==> config.mk <==
export PLATFORM = sky130hd
export DESIGN_NAME = dary_access_ctrl
export DESIGN_NICKNAME = d
export VERILOG_FILES = /design/src/rtl/dary_pkg.sv /design/src/rtl/dary_access_ctrl.sv
export VERILOG_INCLUDE_DIRS = /design/src /design/src/rtl
export SDC_FILE = /design/constraint.sdc
export NUM_CORES = 1
export LEC_CHECK = 0
export BUFFER_PORTS_ARGS = -buffer_cell sky130_fd_sc_hd__buf_2
export CAP_MARGIN = 20
export CORE_AREA = 3 3 390 392
export CTS_CLUSTER_DIAMETER = 40
export DETAILED_ROUTE_END_ITERATION = 12
export DIE_AREA = 0 0 393 395
export GPL_TIMING_DRIVEN = 0
export PLACE_DENSITY_LB_ADDON = 0.1
export SLEW_MARGIN = 25
export SYNTH_ARGS = -nofsm -noshare
export SYNTH_HDL_FRONTEND = slang
export SYNTH_SLANG_ARGS = --single-unit
==> constraint.sdc <==
create_clock -name CLK -period 5.7 [get_ports CLK]
set_input_delay 1.14 -clock CLK [delete_from_list [all_inputs] [get_ports CLK]]
set_output_delay 1.14 -clock CLK [all_outputs]
set_load 0.01 [all_outputs]
==> src/rtl/dary_params.svh <==
// Data array sizing macros
`ifndef DARY_PARAMS_SVH
`define DARY_PARAMS_SVH

// Index into the line array
`define DARY_IDX_W 8

// Lines held by every bank
`define DARY_ENTRIES 256

// Segment 0, tag and flag bits
`define DARY_TAG_W 4

// Segments 1 to 4, data payload
`define DARY_SEG_W 48

// Tag segment plus four data segments
`define DARY_NSEG 5

// Full line, tag on top
`define DARY_LINE_W 196

`endif
==> src/rtl/dary_pkg.sv <==
// Data array shared types
`default_nettype none

`include "dary_params.svh"

package dary_pkg;

  // Tag and flag segment
  typedef logic [`DARY_TAG_W-1:0] tag_seg_t;

  // One data segment
  typedef logic [`DARY_SEG_W-1:0] data_seg_t;

  // Full line, tag in the top bits
  // data[1] follows the tag, data[4] sits at bits 47:0
  typedef struct packed {
    tag_seg_t                          tag;
    data_seg_t [1:`DARY_NSEG-1]        data;
  } line_t;

  // Bit n set writes segment n, bit 0 is the tag
  typedef logic [`DARY_NSEG-1:0] seg_mask_t;

  // Request as held by the requester during a handshake
  typedef struct packed {
    logic                   write;
    logic [`DARY_IDX_W-1:0] index;
    seg_mask_t              mask;
    line_t                  wdata;
  } dary_req_t;

  // Line at the index after the access
  typedef struct packed {
    line_t rdata;
  } dary_rsp_t;

endpackage

`default_nettype wire

==> src/rtl/dary_access_ctrl.sv <==
// Data array access controller
`timescale 1ns/1ps
`default_nettype none

`include "dary_params.svh"

module dary_access_ctrl (
  input  wire                      CLK,
  input  wire                      rst_n,
  // Four-phase request port
  input  wire                      req,
  input  wire dary_pkg::dary_req_t req_pkt,
  output logic                     ack,
  output dary_pkg::dary_rsp_t      rsp,
  // Macro pins
  output logic [`DARY_IDX_W-1:0]   A,
  output logic                     CEN,
  output logic                     GWEN,
  output logic [`DARY_LINE_W-1:0]  WEN,
  output dary_pkg::line_t          D,
  input  wire dary_pkg::line_t     Q
);

  // idle -> access -> capture -> respond -> idle
  typedef enum logic [1:0] {
    st_idle,
    st_access,
    st_capture,
    st_respond
  } state_t;

  state_t state;

  // Request taken at edge 0
  dary_pkg::dary_req_t req_q;

  // Active-low per-bit write enables
  dary_pkg::line_t     wen_line;

  // Access cycle flags
  logic                in_access;
  logic                do_write;

  // Handshake and access sequencing
  always_ff @(posedge CLK or negedge rst_n) begin
    if (!rst_n) begin
      state <= st_idle;
      ack   <= 1'b0;
    end else begin
      case (state)
        st_idle: begin
          // New access only once req and ack were both low
          if (req && !ack) begin
            state <= st_access;
          end
        end
        // Macro enabled this cycle
        st_access: begin
          state <= st_capture;
        end
        // Q valid this cycle, taken into rsp
        st_capture: begin
          state <= st_respond;
        end
        st_respond: begin
          if (!ack) begin
            // Edge 3 after req was seen
            ack <= 1'b1;
          end else if (!req) begin
            // Return to zero, requester has let go
            ack   <= 1'b0;
            state <= st_idle;
          end
        end
        default: begin
          state <= st_idle;
        end
      endcase
    end
  end

  // Request register, loaded when the access starts
  always_ff @(posedge CLK) begin
    if (state == st_idle && req) begin
      req_q <= req_pkt;
    end
  end

  // Response capture at edge 2, held through back-pressure
  always_ff @(posedge CLK) begin
    if (state == st_capture) begin
      rsp.rdata <= Q;
    end
  end

  assign in_access = (state == st_access);
  assign do_write  = in_access && req_q.write;

  // Mask expansion, a set mask bit pulls its whole segment low
  always_comb begin
    wen_line = '1;
    if (do_write) begin
      wen_line.tag = {`DARY_TAG_W{~req_q.mask[0]}};
      for (int n = 1; n < `DARY_NSEG; n++) begin
        wen_line.data[n] = {`DARY_SEG_W{~req_q.mask[n]}};
      end
    end
  end

  // Pins follow the request register
  assign A    = req_q.index;
  assign D    = req_q.wdata;
  assign CEN  = ~in_access;
  // Global write only for write requests
  assign GWEN = ~do_write;
  assign WEN  = wen_line;

endmodule

`default_nettype wire

==> run_summary.xml <==
<?xml version="1.0" encoding="UTF-8"?>
<metrics>
  <group name="clocking">
    <metric name="worst_setup_hold_path_clk_slew" unit="ns">0.05</metric>
    <metric name="cts_resized" unit="">0</metric>
    <metric name="clock_latency" unit="ns">0.70</metric>
    <metric name="holdBufCountCts" unit="">0</metric>
    <metric name="postCtsSetupRepairBufs" unit="">0</metric>
    <metric name="cts.sink_count" unit="">409</metric>
    <metric name="cts_max_path_buffers" unit="">3</metric>
    <metric name="htree_levels" unit="">3</metric>
    <metric name="numCtsBuffers" unit="">109</metric>
    <metric name="cts_tree" unit="">done</metric>
    <metric name="clockRootBuffer" unit="">sky130_fd_sc_hd__clkbuf_16</metric>
  </group>
  <group name="placement">
    <metric name="routabilityCongestion" unit="">0.731</metric>
    <metric name="number_of_buffers_added_on_ports" unit="">1007</metric>
    <metric name="placed_instance_area" unit="um^2">23200</metric>
    <metric name="dpl.hpwl" unit="mm">55.1</metric>
    <metric name="place_ws" unit="ns">1.85</metric>
  </group>
  <group name="power">
    <metric name="share_comb_of_total_power" unit="">0.217</metric>
    <metric name="power_switching" unit="mW">3.91</metric>
    <metric name="power.share.switching" unit="">0.279</metric>
    <metric name="peakVddDrop" unit="mV">0.254</metric>
    <metric name="internal_power" unit="mW">10.1</metric>
    <metric name="clock_power_share" unit="">0.464</metric>
    <metric name="power_per_cell_area" unit="nW/um^2">517</metric>
    <metric name="total_power" unit="mW">14.0</metric>
    <metric name="share_seq_of_total_power" unit="">0.319</metric>
    <metric name="leakagePower" unit="nW">11.3</metric>
  </group>
  <group name="critical_path">
    <metric name="start_kind" unit="">flip-flop</metric>
    <metric name="critical_path_required" unit="ns">4.56</metric>
    <metric name="critPathMaxFanout" unit="">48</metric>
    <metric name="crit_path_start" unit="">state[1]$_DFFE_PN0P_</metric>
    <metric name="startpoint_of_the_worst_register_to_register_path" unit="">state[0]$_DFFE_PN0P_</metric>
    <metric name="critical_path_class" unit="">flip-flop to primary output</metric>
    <metric name="cp_data_arrival_time" unit="ns">3.32</metric>
    <metric name="critPathCaptureType" unit="">primary output</metric>
  </group>
  <group name="hold_path">
    <metric name="min-delay-path-class" unit="">input pin to async pin</metric>
  </group>
  <group name="timing">
    <metric name="rsz0062_at_grt" unit="">false</metric>
    <metric name="achievable-frequency" unit="MHz">224</metric>
    <metric name="timing_hold_violations_final" unit="">0</metric>
    <metric name="final_max_slew_viol_count" unit="">0</metric>
    <metric name="fin_crit_sh" unit="">0.782</metric>
    <metric name="slew-limit-headroom" unit="">0.433</metric>
    <metric name="report.final.setup_viol" unit="">0</metric>
    <metric name="final.setup.tns" unit="ns">0</metric>
    <metric name="timing.final.ws_setup" unit="ns">1.24</metric>
    <metric name="worst_slew_pin_tran" unit="ns">0.848</metric>
    <metric name="post-route-min-period" unit="ns">4.46</metric>
    <metric name="fin_skew" unit="ns">0.0625</metric>
  </group>
  <group name="final_layout">
    <metric name="most-common-layout-cells" unit="">sky130_fd_sc_hd__buf_2, sky130_fd_sc_hd__edfxtp_1, sky130_fd_sc_hd__buf_4, sky130_fd_sc_hd__clkbuf_16, sky130_fd_sc_hd__bufinv_16</metric>
    <metric name="synth_to_layout_area_growth" unit="%">75.8</metric>
    <metric name="design.final.nets" unit="">2368</metric>
    <metric name="layout-drive-gt1-share" unit="">0.778</metric>
    <metric name="stdcell_area" unit="um^2">27100</metric>
    <metric name="mostFrequentLayoutCell" unit="">sky130_fd_sc_hd__buf_2</metric>
  </group>
  <group name="die">
    <metric name="io_pins" unit="">1008</metric>
    <metric name="chipHeight" unit="um">395</metric>
    <metric name="std_cell_rows" unit="">142</metric>
    <metric name="core_region_area" unit="um^2">149000</metric>
    <metric name="die_width" unit="um">393</metric>
    <metric name="fp.dieArea" unit="um^2">155000</metric>
    <metric name="initial_core_util" unit="">0.103</metric>
  </group>
  <group name="yosys">
    <metric name="ys_warn_count" unit="">0</metric>
    <metric name="synthesis.area_per_instance" unit="um^2">18.6</metric>
    <metric name="synth.distinct_cells" unit="">16</metric>
    <metric name="yosysSeqAreaShare" unit="">0.796</metric>
    <metric name="ys_ff_latch" unit="">409</metric>
    <metric name="synth_fp_nets" unit="">1240</metric>
    <metric name="netlist_instances" unit="">827</metric>
    <metric name="synthesis.area" unit="um^2">15400</metric>
  </group>
  <group name="route">
    <metric name="detail_route.wirelength" unit="mm">67.3</metric>
    <metric name="avgRoutedWirePerCell" unit="um">16.8</metric>
    <metric name="antenna_violating_nets_post_route" unit="">0</metric>
    <metric name="drcViolationCount" unit="">0</metric>
    <metric name="initialDrtViolationCount" unit="">267</metric>
    <metric name="drt_pass1_iterations" unit="">4</metric>
    <metric name="route.vias.total" unit="">10804</metric>
    <metric name="vias_per_cell" unit="">2.69</metric>
  </group>
  <group name="status">
    <metric name="run_status" unit="">completed</metric>
  </group>
  <group name="global_route">
    <metric name="grt_first_pass_wirelength" unit="mm">89.4</metric>
    <metric name="global_route.overflow_total" unit="">0</metric>
    <metric name="via_count_of_the_first_global_routing_pass" unit="">11677</metric>
    <metric name="grt_antenna_before_repair" unit="">56</metric>
    <metric name="global_route.usage.total" unit="">0.0830</metric>
    <metric name="pin_count_of_the_biggest_net_entering_global_routing" unit="">49</metric>
  </group>
  <group name="job">
    <metric name="maxCapViolCount" unit="">0</metric>
  </group>
</metrics>
[cells in the mapped netlist]
cell type | count | share of area
sky130_fd_sc_hd__mux2_2 | 1 | 0.00073
sky130_fd_sc_hd__nand2_1 | 5 | 0.0012
sky130_fd_sc_hd__nand2b_1 | 1 | 0.00041
sky130_fd_sc_hd__inv_2 | 1 | 0.00024
sky130_fd_sc_hd__nand2b_4 | 1 | 0.00089
sky130_fd_sc_hd__and2_1 | 2 | 0.00081
sky130_fd_sc_hd__inv_1 | 3 | 0.00073
sky130_fd_sc_hd__edfxtp_1 | 406 | 0.79
sky130_fd_sc_hd__ha_1 | 4 | 0.0032
sky130_fd_sc_hd__clkbuf_1 | 1 | 0.00024
sky130_fd_sc_hd__mux2_4 | 1 | 0.00097
sky130_fd_sc_hd__dfrtp_1 | 3 | 0.0049
sky130_fd_sc_hd__buf_4 | 395 | 0.19
sky130_fd_sc_hd__o32a_1 | 1 | 0.00065
sky130_fd_sc_hd__and2_4 | 1 | 0.00057
sky130_fd_sc_hd__a21oi_4 | 1 | 0.0011
[final cells by class]
type | instances | area, um^2
inverter | 4 | 15.0
multi-input combinational | 18 | 188
timing repair buffer | 1017 | 5290
fill | 16510 | 122000
clock inverter | 73 | 1040
clock buffer | 130 | 2850
antenna | 22 | 55.1
buffer | 396 | 2970
sequential | 409 | 12300
tap | 1944 | 2430
[critical path, stage by stage, from the launching register on]
cell                       delay (ns)
sky130_fd_sc_hd__dfrtp_1         0.43
sky130_fd_sc_hd__inv_1           0.10
sky130_fd_sc_hd__ha_1            0.39
sky130_fd_sc_hd__and2_1          0.20
sky130_fd_sc_hd__clkbuf_1        0.40
sky130_fd_sc_hd__nand2_2         0.60
sky130_fd_sc_hd__buf_4           0.34
sky130_fd_sc_hd__buf_2           0.14
[cells by family (layout without fill, tap and decap cells)]
family,after synthesis,after routing,synth area share
simple gates,10,10,0.00390
buf+inv,400,1620,0.194
other cells,0,22,0
fa+ha+maj,4,4,0.00325
mux,2,2,0.00170
compound gates,2,2,0.00170
flops,409,409,0.796
[layer usage]
metal / vias to the layer above / share of wire / routed length, um / GRT usage
met5: - / 0.0047 / 317 / 0
met4: 46 / 0.034 / 2300 / 0.0372
met3: 194 / 0.15 / 10100 / 0.0551
met2: 720 / 0.52 / 34700 / 0.152
met1: 4932 / 0.30 / 19900 / 0.0674
li1: 4912 / - / - / -
[path summary, 6_finish.rpt]
kind	to	slack, ns	depth (start not counted)
setup / recovery	WEN[99]	1.24	7
hold / removal	ack$_DFFE_PN0N_	0.23	1
setup reg to reg	D[98]$_DFFE_PP_	3.13	6
hold reg to reg	state[0]$_DFFE_PN0P_	0.58	1
max in group asynchronous	state[1]$_DFFE_PN0P_	5.35	1
min in group CLK	state[0]$_DFFE_PN0P_	0.58	1
[state kept, by name, indices dropped and copies added, names as in the netlist]
signal  flops
rsp       196
req_q       6
state       2
ack         1
D         196
A           8
[metrics by stage]
stage,instances,hold slack [ns],util
6_report,4013,0.233,0.182
5_1_grt,3997,0.168,0.181
2_1_floorplan,827,0.528,-
4_1_cts,3991,0.130,0.181
3_5_place_dp,3788,0.566,0.155
3_3_place_gp,3778,0.559,0.153
[power groups by stage]
| stage | combinational (mW) | sequential [mW] | clock, mW |
|---|---|---|---|
| after detailed placement | 3.19 | 4.54 | 0 |
| after CTS | 3.18 | 4.50 | 6.74 |
| after global placement | 2.79 | 4.60 | 0 |
| after floorplan | 1.29 | 4.85 | 0 |
| after global routing | 3.33 | 4.55 | 6.88 |
| final | 3.03 | 4.47 | 6.50 |
Note: power is estimated with default switching activity, not from simulation.
